[config.mk]
export PLATFORM = sky130hd
export DESIGN_NAME = sd_readback
export DESIGN_NICKNAME = d
export VERILOG_FILES = /design/src/hw/sd_readback_pkg.sv /design/src/hw/dat_in_framer.sv /design/src/hw/readout_sender.sv /design/src/hw/sd_readback.sv /design/src/hw/word_fifo.sv
export SDC_FILE = /design/constraint.sdc
export NUM_CORES = 1
export LEC_CHECK = 0
export ABC_CLOCK_PERIOD_IN_PS = 4700
export BUFFER_PORTS_ARGS = -buffer_cell sky130_fd_sc_hd__buf_2
export CORE_MARGIN = 2
export CORE_UTILIZATION = 61
export CTS_CLUSTER_SIZE = 12
export DETAILED_ROUTE_END_ITERATION = 7
export GPL_TIMING_DRIVEN = 0
export PLACE_DENSITY = 0.79
export SETUP_SLACK_MARGIN = 0.05
export SLEW_MARGIN = 20
export SYNTH_ARGS = -nofsm -noshare
export SYNTH_HDL_FRONTEND = slang
export SYNTH_SLANG_ARGS = --single-unit
[constraint.sdc]
create_clock -name sd_datInWrite_clk -period 4.7 [get_ports sd_datInWrite_clk]
set_input_delay 0.235 -clock sd_datInWrite_clk [delete_from_list [all_inputs] [get_ports sd_datInWrite_clk]]
set_output_delay 0.235 -clock sd_datInWrite_clk [all_outputs]
set_load 0.005 [all_outputs]
[src/hw/sd_readback_pkg.sv]
package sd_readback_pkg;

    // ====================
    // SD data words
    // ====================
    localparam int sd_word_w = 16;

    typedef logic [sd_word_w-1:0] sd_word_t;

    // One buffered word plus its block-end marker
    typedef struct packed {
        sd_word_t data;
        logic     last;     // Final word of a block
    } rd_word_t;

    // ====================
    // CMD6 status block
    // ====================
    localparam int access_mode_w = 4;

    typedef logic [access_mode_w-1:0] access_mode_t;

    // Access mode sits in bits 11:8 of word 8 of the CMD6 status block
    localparam int cmd6_mode_word_idx = 8;
    localparam int cmd6_mode_lsb      = 8;

endpackage

[src/hw/dat_in_framer.sv]
`timescale 1ns/10ps

module dat_in_framer
    import sd_readback_pkg::*;
#(
    parameter int block_words = 256
) (
    input  logic         sd_datInWrite_clk,
    input  logic         sd_datInWrite_rst_,

    input  logic         dat_in_trigger,
    input  sd_word_t     dat_in_data,
    output logic         dat_in_ready,

    input  logic         full,
    output logic         push,
    output rd_word_t     push_word,

    output access_mode_t cmd6_access_mode,
    output logic         cmd6_valid
);

    localparam int cnt_w = $clog2(block_words);

    // The capture word has to fall inside a block
    if (block_words <= cmd6_mode_word_idx) begin : g_block_words_check
        $error("block_words must be greater than %0d", cmd6_mode_word_idx);
    end

    logic [cnt_w-1:0] word_cnt;     // Word index within the current block
    logic             first_block;
    logic             accept;
    logic             block_end;
    logic             mode_word;

    // ====================
    // Input handshake
    // ====================
    assign dat_in_ready = !full;
    assign accept       = dat_in_trigger && dat_in_ready;

    assign block_end = (word_cnt == cnt_w'(block_words - 1));
    assign mode_word = first_block && (word_cnt == cnt_w'(cmd6_mode_word_idx));

    // Accepted words go straight into the FIFO
    assign push           = accept;
    assign push_word.data = dat_in_data;
    assign push_word.last = block_end;

    // ====================
    // Block counter
    // ====================
    always_ff @(posedge sd_datInWrite_clk or negedge sd_datInWrite_rst_) begin
        if (!sd_datInWrite_rst_) begin
            word_cnt    <= '0;
            first_block <= 1'b1;
        end else if (accept) begin
            if (block_end) begin
                word_cnt    <= '0;
                first_block <= 1'b0;    // Capture window closes here
            end else begin
                word_cnt <= word_cnt + 1'b1;
            end
        end
    end

    // ====================
    // CMD6 access mode
    // ====================
    always_ff @(posedge sd_datInWrite_clk or negedge sd_datInWrite_rst_) begin
        if (!sd_datInWrite_rst_) begin
            cmd6_access_mode <= '0;
            cmd6_valid       <= 1'b0;
        end else if (accept && mode_word) begin
            cmd6_access_mode <= dat_in_data[cmd6_mode_lsb +: access_mode_w];
            cmd6_valid       <= 1'b1;
        end
    end

    // Source must hold off while the buffer is full
    a_no_trigger_when_busy : assert property (
        @(posedge sd_datInWrite_clk) disable iff (!sd_datInWrite_rst_)
        dat_in_trigger |-> dat_in_ready
    ) else $error("dat_in_trigger while dat_in_ready is low");

endmodule

[src/hw/readout_sender.sv]
`timescale 1ns/10ps

module readout_sender
    import sd_readback_pkg::*;
(
    input  logic     sd_datInWrite_clk,
    input  logic     sd_datInWrite_rst_,

    input  logic     empty,
    input  rd_word_t pop_word,
    output logic     pop,

    output logic     rd_req,
    input  logic     rd_ack,
    output rd_word_t rd_word
);

    typedef enum logic [1:0] {
        st_idle,
        st_request,     // req high, word on rd_word
        st_ack_low      // Waiting for the receiver to drop ack
    } state_t;

    state_t state;

    // ====================
    // Handshake FSM
    // ====================
    always_ff @(posedge sd_datInWrite_clk or negedge sd_datInWrite_rst_) begin
        if (!sd_datInWrite_rst_) begin
            state <= st_idle;
        end else begin
            case (state)
                st_idle: begin
                    if (!empty) state <= st_request;
                end
                st_request: begin
                    if (rd_ack) state <= st_ack_low;   // Word taken
                end
                st_ack_low: begin
                    if (!rd_ack) state <= st_idle;
                end
                default: state <= st_idle;
            endcase
        end
    end

    assign rd_req = (state == st_request);

    // Head leaves the FIFO on the edge that sees ack
    assign pop = rd_req && rd_ack;

    // Output word is loaded as req goes up
    always_ff @(posedge sd_datInWrite_clk) begin
        if (state == st_idle && !empty) begin
            rd_word <= pop_word;
        end
    end

    a_word_stable : assert property (
        @(posedge sd_datInWrite_clk) disable iff (!sd_datInWrite_rst_)
        rd_req |=> $stable(rd_word)
    ) else $error("rd_word changed while rd_req high");

endmodule

[src/hw/sd_readback.sv]
`timescale 1ns/10ps

module sd_readback
    import sd_readback_pkg::*;
#(
    parameter int block_words = 256,    // 512-byte SD block
    parameter int fifo_depth  = 16
) (
    input  logic         sd_datInWrite_clk,
    input  logic         sd_datInWrite_rst_,

    // Word stream from the SD controller
    input  logic         dat_in_trigger,
    input  sd_word_t     dat_in_data,
    output logic         dat_in_ready,

    // Four-phase readout
    output logic         rd_req,
    input  logic         rd_ack,
    output rd_word_t     rd_word,

    output access_mode_t cmd6_access_mode,
    output logic         cmd6_valid
);

    logic     push;
    rd_word_t push_word;
    logic     full;
    logic     pop;
    rd_word_t pop_word;
    logic     empty;

    // ====================
    // Producer
    // ====================
    dat_in_framer #(
        .block_words(block_words)
    ) i_dat_in_framer (
        .sd_datInWrite_clk  (sd_datInWrite_clk),
        .sd_datInWrite_rst_ (sd_datInWrite_rst_),
        .dat_in_trigger     (dat_in_trigger),
        .dat_in_data        (dat_in_data),
        .dat_in_ready       (dat_in_ready),
        .full               (full),
        .push               (push),
        .push_word          (push_word),
        .cmd6_access_mode   (cmd6_access_mode),
        .cmd6_valid         (cmd6_valid)
    );

    // ====================
    // Buffer
    // ====================
    word_fifo #(
        .payload_t  (rd_word_t),
        .fifo_depth (fifo_depth)
    ) i_word_fifo (
        .sd_datInWrite_clk  (sd_datInWrite_clk),
        .sd_datInWrite_rst_ (sd_datInWrite_rst_),
        .push               (push),
        .push_word          (push_word),
        .full               (full),
        .pop                (pop),
        .pop_word           (pop_word),
        .empty              (empty)
    );

    // ====================
    // Consumer
    // ====================
    readout_sender i_readout_sender (
        .sd_datInWrite_clk  (sd_datInWrite_clk),
        .sd_datInWrite_rst_ (sd_datInWrite_rst_),
        .empty              (empty),
        .pop_word           (pop_word),
        .pop                (pop),
        .rd_req             (rd_req),
        .rd_ack             (rd_ack),
        .rd_word            (rd_word)
    );

endmodule

[src/hw/word_fifo.sv]
`timescale 1ns/10ps

module word_fifo #(
    parameter type payload_t  = logic,
    parameter int  fifo_depth = 16
) (
    input  logic     sd_datInWrite_clk,
    input  logic     sd_datInWrite_rst_,

    input  logic     push,
    input  payload_t push_word,
    output logic     full,

    input  logic     pop,
    output payload_t pop_word,
    output logic     empty
);

    localparam int addr_w = $clog2(fifo_depth);

    if ((1 << addr_w) != fifo_depth || fifo_depth < 2) begin : g_depth_check
        $error("fifo_depth must be a power of 2, got %0d", fifo_depth);
    end

    // Extra MSB tells a full buffer from an empty one
    typedef logic [addr_w:0] ptr_t;

    payload_t mem [fifo_depth];
    ptr_t     wr_ptr;
    ptr_t     rd_ptr;
    logic     do_push;
    logic     do_pop;

    // ====================
    // Status flags
    // ====================
    assign empty = (wr_ptr == rd_ptr);
    assign full  = (wr_ptr[addr_w] != rd_ptr[addr_w]) &&
                   (wr_ptr[addr_w-1:0] == rd_ptr[addr_w-1:0]);

    assign do_push = push && !full;
    assign do_pop  = pop && !empty;

    // Show-ahead head entry
    assign pop_word = mem[rd_ptr[addr_w-1:0]];

    // ====================
    // Storage
    // ====================
    always_ff @(posedge sd_datInWrite_clk) begin
        if (do_push) begin
            mem[wr_ptr[addr_w-1:0]] <= push_word;
        end
    end

    // ====================
    // Pointers
    // ====================
    always_ff @(posedge sd_datInWrite_clk or negedge sd_datInWrite_rst_) begin
        if (!sd_datInWrite_rst_) begin
            wr_ptr <= '0;
            rd_ptr <= '0;
        end else begin
            if (do_push) begin
                wr_ptr <= wr_ptr + 1'b1;
            end
            if (do_pop) begin
                rd_ptr <= rd_ptr + 1'b1;
            end
        end
    end

    // Writer is expected to watch full
    a_no_push_when_full : assert property (
        @(posedge sd_datInWrite_clk) disable iff (!sd_datInWrite_rst_)
        push |-> !full
    ) else $error("push while FIFO full");

    // Reader is expected to watch empty
    a_no_pop_when_empty : assert property (
        @(posedge sd_datInWrite_clk) disable iff (!sd_datInWrite_rst_)
        pop |-> !empty
    ) else $error("pop while FIFO empty");

endmodule

==> impl_metrics.ini, run 1 <==
[run_status]
outcome = finished clean

[clock_tree]
clk_path_buf_depth = 3
path_clk_slew_ns = 0.06
cts_root_buf = clkbuf_16
cts_tree = built
cts.sinks = 315
cts_buffers = 30
cts-htree-levels = 1
worst_skew_pair.late_latency_ns = 0.54
cts-resized-gates = 0
postCtsSetupBuffers = 0

[critical_path]
crit_slowest_cell = nor4b_2
cp_common_cell = buf_2
crit_chain = xnor2_1 -> buf_4 -> o21ai_2 -> nor4b_2 -> buf_2 -> buf_2
path_max_fanout = 10
r2r_cells = 6
cp.arrival_ns = 3.23
required_ns = 4.93
setup.worst_path.end_class = flip-flop
worst_path_largest_cell_delay_ns = 0.65
critPathKind = reg -> reg
cp-endpoint = i_word_fifo.mem[2][14]$_DFFE_PP_
startpoint = i_word_fifo.rd_ptr[4]$_DFFE_PN0P_
start_kind = flip-flop
r2r-end = i_word_fifo.mem[2][14]$_DFFE_PP_
rrSetupSlack_ns = 1.71
r2r_start = i_word_fifo.rd_ptr[4]$_DFFE_PN0P_

[detailed_routing]
drc = 0
vias_per_cell = 6.42
dr_wl_met3_mm = 2.15
ant_nets = 0
wire_per_inst_um = 27.9
dr.pass1.iters = 5
drt_wl_total_mm = 26.1
top_layer = met4
met1_length_mm = 10.3
drt_iter0_drc = 677
wl_met2_mm = 13.0
vias = 5995

[synth]
synth_cell_types = 42
postSynthAreaPerCell_um2 = 22.9
synth-simple-area-share = 0.0229
synth.top_cell.area_share = 0.703
synth_ff_type = edfxtp_1
synth_fa_ha_area_frac = 0.00709
async_flop_share = 0.0825
syn-cell-area_mm2 = 0.0123
ys_seq_area_frac = 0.756
synth-seq-cells = 315
synth.area.mux_share = 0.165
synth_top_family_by_area = multiplexers
synth_area_leader_cell = edfxtp_1
synth.net_count = 565
synth_edf_count = 289
synth_compound_area_frac = 0.0198
synth_area_leaders = edfxtp_1 (70%), mux4_2 (14%), dfrtp_1 (5.1%)
netlist_instances = 538
synth_xor_area_frac = 0.0121
ys.warnings.count = 0

[timing]
fmax_mhz = 334
worst_slack_ns = 1.71
rsz0062_at_grt = false
relSlewSlack = 0.250
setup_viol = 0
tightest_slew_ns = 1.12
hold_viol_final = 0
finalCritPeriodShare = 0.637
slew_viol_final = 0
min_period_ns = 2.99
clock_skew_ns = 0.0185

[cells_and_area]
final_common_cell = edfxtp_1
multi_input_area_mm2 = 0.00289
num-fill-cells = 1170
seq_area_mm2 = 0.00933
syn_to_final_growth_pct = 14.1
nets = 666
drive_above_1_share = 0.338
stdcell_count = 934
mostFrequentLayoutCells = edfxtp_1 (289), mux4_2 (79), buf_2 (63)

[grt]
grt_pass1_wl_mm = 39.2
grt_overflow = 0
grt_pass1_vias = 6183
grt_max_degree = 27
antenna_found_initial = 1
grtUsageTotal = 0.251

[die]
start_util = 0.616
die_w_um = 146
rows = 52
io_pins = 44
fp.dieH_um = 146
core_mm2 = 0.0200
dieArea_mm2 = 0.0214

[place]
dp.cells = 875
dp_hpwl_mm = 15.4
port_buffers = 43
pre_cts_slack_ns = 1.77
gp_congestion = 0.801

[power]
powerDensity_mw_per_mm2 = 605
ir_worst_vdd_mv = 0.341
cellLeakagePower_nw = 4.71

[flow_run]
cap_violations = 0

[hold_path]
hp-class = in -> reg
## critical path, delay by kind of cell (launching register included)
kind,cells,cell delay (ns)
AOI/OAI and AO/OA,1,0.25
xor gates and xnor gates,1,0.53
buffers and inverters,3,0.84
DFF,1,0.42
and+or+nand+nor,1,0.65
## flip-flops by register name, indices dropped and copies added, names as in the netlist
register / cells
i_dat_in_framer.first_block: 1
i_word_fifo.wr_ptr: 5
i_dat_in_framer.word_cnt: 8
i_dat_in_framer.cmd6_access_mode: 4
i_word_fifo.rd_ptr: 5
i_readout_sender.state: 2
i_word_fifo.mem: 272
i_dat_in_framer.cmd6_valid: 1
i_readout_sender.rd_word: 17
## layer usage
layer,track usage,up-vias
li1,-,2492
met1,0.359,3132
met2,0.408,326
met3,0.0447,45
met4,0.0772,0
met5,0,-
## kinds of logic after synthesis
logic type,after synthesis
and+or+nand+nor,46
adders and majority gates,7
xor gates and xnor gates,17
DFF,315
muxes,94
buffers and inverters,35
AOI/OAI and AO/OA,24
## how the worst min path moves through the flow
stage                       start                                               to  slack [ns]  depth (start not counted)
2_1_floorplan  sd_datInWrite_rst_  i_dat_in_framer.cmd6_access_mode[0]$_DFFE_PN0P_       -0.06                          0
6_report           dat_in_data[7]                  i_word_fifo.mem[2][8]$_DFFE_PP_        0.07                          1
3_3_place_gp   sd_datInWrite_rst_           i_dat_in_framer.cmd6_valid$_DFFE_PN0P_        0.25                          1
4_1_cts            dat_in_data[7]                  i_word_fifo.mem[2][8]$_DFFE_PP_        0.05                          1
3_5_place_dp   sd_datInWrite_rst_  i_dat_in_framer.cmd6_access_mode[0]$_DFFE_PN0P_        0.26                          1
5_1_grt            dat_in_data[7]                  i_word_fifo.mem[8][8]$_DFFE_PP_        0.07                          1
## synth_stat cells (3+ instances only)
cell type / count
mux4_1: 6
inv_1: 7
and4b_1: 5
mux2_2: 8
o2111ai_1: 3
ha_1: 7
nor2_1: 5
buf_2: 4
nor4b_1: 4
xnor2_1: 11
nand4_1: 3
a211oi_1: 5
nand2_1: 8
mux4_2: 79
nand3_1: 4
clkbuf_1: 13
xor2_1: 6
dfrtp_1: 25
edfxtp_1: 289
buf_6: 10
nor3_1: 5
and3_1: 4
## stage by stage
| step | total power (W) | hold WS (ns) | utilization | TNS [ns] | cell area, um2 |
|---|---|---|---|---|---|
| 6_report | 0.00852 | 0.0738 | 0.703 | 0 | 14100 |
| 4_1_cts | 0.00855 | 0.0533 | 0.703 | 0 | 14100 |
| 5_1_grt | 0.00883 | 0.0723 | 0.703 | 0 | 14100 |
| 2_1_floorplan | 0.00547 | -0.0606 | - | 0 | 12300 |
| 3_3_place_gp | 0.00613 | 0.250 | 0.644 | -72.34 | 12900 |
| 3_5_place_dp | 0.00632 | 0.256 | 0.657 | 0 | 13200 |
## report_power, final
part           total (W)  switching [W]  internal (W)
Combinational    0.00263        0.00143       0.00121
Clock            0.00220       0.000942       0.00126
Sequential       0.00368       0.000151       0.00353
Total            0.00852        0.00252       0.00600
## area by class of cell
type	instances	area share
antenna	1	0.000178
buffer	28	0.0134
timing repair buffer	69	0.0299
inverter	7	0.00187
multi-input combinational	188	0.205
sequential	315	0.662
clock buffer	56	0.0632
tap	270	0.0240
## timing repair
item,in CTS,in global routing
endpoints found under the hold margin,27,0
hold buffers,2,0
setup endpoints to repair,0,0
(Power assumes the default switching activity.)
==> run 2, diff against run 1 <==
- ABC_AREA: unset -> 1
- ABC_CLOCK_PERIOD_IN_PS: 4700 -> 2500
- CORE_UTILIZATION: 61 -> 56
- PLACE_DENSITY: 0.79 -> 0.76
- clock period: 4.7 -> 2.5 ns (I/O delays scaled with it)
==> run 2 against run 1 <==
Effect of this change: cell count increased by 59%; non-clock buffer count increased by 53; synthesized cell count is 96% higher; count of clock-buffer cells in the layout fell by 7; sequential share of layout area is 4.3 points lower; first-iteration DRC count increased by 92%; fmax rose by 25%; clock skew is 0.0037 ns lower; final area increased by 6.9%; flip-flop and latch count stayed put; highest routed layer unchanged.
==> impl_metrics.ini, run 2 <==
[critical_path]
r2r_start = i_word_fifo.rd_ptr[1]$_DFFE_PN0P_
path_max_fanout = 10
cp_num_buf_inv = 6
crit_slowest_cell = dfrtp_1
rrSetupSlack_ns = 0.11
r2r-end = i_word_fifo.mem[8][7]$_DFFE_PP_
crit_chain = buf_4 -> inv_2 -> nand2_1 -> nand2_1 -> nor2_2 -> nand3_4 -> nand2_8 -> buf_12 -> nor3_4 -> buf_4 -> buf_6 -> buf_4
critPathTopFamily = buffers and inverters
required_ns = 2.72
path_depth = 12
startpoint = i_word_fifo.rd_ptr[1]$_DFFE_PN0P_
start_kind = flip-flop
r2r_cells = 12
worst_path_largest_cell_delay_ns = 0.38
cp_common_cell = buf_4
cp.arrival_ns = 2.61
setup.worst_path.end_class = flip-flop
critPathKind = reg -> reg

[grt]
gr-usage-met1 = 0.386
grt_pass1_vias = 8564
top_usage_layer = met2
antenna_found_initial = 0
use_met2 = 0.431
grt_overflow = 0
met3_usage = 0.0652
grt_pass1_wl_mm = 49.9
grtUsageTotal = 0.285
grt_max_degree = 27

[die]
fp.dieH_um = 155
rows = 55
start_util = 0.569
die_w_um = 155
core_mm2 = 0.0226
io_pins = 44
dieArea_mm2 = 0.0242

[synth]
netlist_instances = 1052
ys.warnings.count = 0
synth_area_leaders = edfxtp_1 (68%), nor2_1 (6.3%), dfrtp_1 (4.9%)
yosys-top-cells-count = edfxtp_1 (289), nor2_1 (214), o21ai_0 (125), nand2_1 (110), nand3_1 (85)
synth_edf_count = 289
async_flop_share = 0.0825
synth_ff_type = edfxtp_1
synth.net_count = 1079
synth-seq-cells = 315
ys_seq_area_frac = 0.726
synth_cell_types = 31
synth_area_leader_cell = edfxtp_1
yosysMostFrequentCell = edfxtp_1
postSynthAreaPerCell_um2 = 12.2
syn-cell-area_mm2 = 0.0128
synth.top_cell.area_share = 0.675

[clock_tree]
clk_path_buf_depth = 3
cts-htree-levels = 2
path_clk_slew_ns = 0.06
cts.sinks = 315
cts_tree = built
worst_skew_pair.late_latency_ns = 0.52
cts_buffers = 34
cts_root_buf = clkbuf_16

[hold_path]
hold_end = i_word_fifo.mem[7][1]$_DFFE_PP_
hp-class = in -> reg
min_path_cells = 1
hp-start = dat_in_data[0]

[detailed_routing]
drt_wl_total_mm = 33.9
vias_per_cell = 6.01
wire_per_inst_um = 22.9
drc = 0
ant_nets = 0
drt_iter0_drc = 1301
vias = 8914
dr.pass1.iters = 5

[power]
ir_worst_vdd_mv = 1.02
power_w = 0.0174
cellLeakagePower_nw = 5.47
powerDensity_mw_per_mm2 = 1150

[cells_and_area]
stdcell_count = 1484
num-fill-cells = 1547
final_common_cell = edfxtp_1
nets = 1205
largest_register_ffs = 272
mostFrequentLayoutCells = edfxtp_1 (289), nor2_1 (213), o21ai_0 (125)
antennaDiodeCount = 0
syn_to_final_growth_pct = 17.2
drive_above_1_share = 0.159
final_cell_area_mm2 = 0.0151

[timing]
fmax_mhz = 418
clock_skew_ns = 0.0148
hold_viol_final = 0
relSlewSlack = 0.343
min_period_ns = 2.39
finalSetupTns_ns = 0
rsz0062_at_grt = false
finalCritPeriodShare = 0.957
whs_ns = 0.0154
slew_viol_final = 0
tightest_slew_ns = 0.986
setup_viol = 0

[place]
port_buffers = 42
gp_congestion = 0.910
placement.cell_area_mm2 = 0.0138
dp_hpwl_mm = 22.0
dp.cells = 1408

[flow_run]
cap_violations = 0

[run_status]
outcome = finished clean
run 2: cell types whose count changed after synthesis, sizes merged, moves of 49 or more:
cell | before | now
nand3 | 4 | 86
o21ai | 2 | 127
nor2 | 5 | 216
mux4 | 85 | 0
nand2 | 8 | 113
o211ai | 2 | 51
run 2: metrics by stage:
step / setup WS [ns] / util
4_1_cts: 0.0804 / 0.662
3_3_place_gp: -1.57 / 0.595
3_5_place_dp: -0.0709 / 0.610
2_1_floorplan: -0.237 / -
5_1_grt: 0.0280 / 0.667
6_report: 0.107 / 0.667
run 2: cell families (layout without fill, tap and decap cells):
logic type	count (synthesis)	in the layout	share of synthesized area
fa+ha+maj	7	7	0.00682
compound gates	179	179	0.0800
buf+inv	105	252	0.0381
simple gates	435	435	0.141
flops	315	315	0.726
xor+xnor	11	11	0.00750
run 2: routing by layer:
layer	routed length, um	vias to the layer above
met2	15500	592
met4	1860	0
li1	-	3986
met3	3810	113
met5	0	-
met1	12800	4223
run 2: timing repair:
item / in CTS / in global routing
pin swaps: 0 / 7
setup endpoints to repair: 59 / 81
gates resized for setup: 7 / 6
hold buffers: 5 / 0
buffers inserted: 2 / 12
hold endpoints to repair: 55 / 0
run 2: cell type report:
| type | instances | area [um2] | share of cell area |
|---|---|---|---|
| plain buffers | 60 | 320 | 0.0213 |
| clock buffers | 49 | 991 | 0.0658 |
| clock inverters | 8 | 61.3 | 0.00407 |
| inverters | 45 | 173 | 0.0115 |
| multi-input cells | 632 | 3170 | 0.211 |
| flip-flops and latches | 315 | 9330 | 0.620 |
| well taps | 285 | 357 | 0.0237 |
| repair buffers | 90 | 656 | 0.0435 |
run 2: worst max path at each step:
stage | slack [ns] | to
floorplan | -0.24 | i_word_fifo.mem[2][0]$_DFFE_PP_
global placement | -1.57 | i_word_fifo.mem[14][3]$_DFFE_PP_
detailed placement | -0.07 | i_word_fifo.mem[11][6]$_DFFE_PP_
CTS | 0.08 | i_word_fifo.mem[2][1]$_DFFE_PP_
global route | 0.03 | i_word_fifo.mem[8][5]$_DFFE_PP_
finish | 0.11 | i_word_fifo.mem[8][7]$_DFFE_PP_
run 2: worst reg2reg max path, stage by stage (launching register included):
cell,delay (ns)
dfrtp_1,0.38
buf_4,0.19
inv_2,0.17
nand2_1,0.08
nand2_1,0.09
nor2_2,0.06
nand3_4,0.16
nand2_8,0.11
buf_12,0.18
nor3_4,0.16
buf_4,0.19
buf_6,0.17
buf_4,0.18
run 2: power by group:
part / total, W / internal (W) / switching (W)
sequential: 0.00679 / 0.00655 / 0.000233
clock: 0.00474 / 0.00284 / 0.00190
combinational: 0.00584 / 0.00170 / 0.00414
total: 0.0174 / 0.0111 / 0.00627
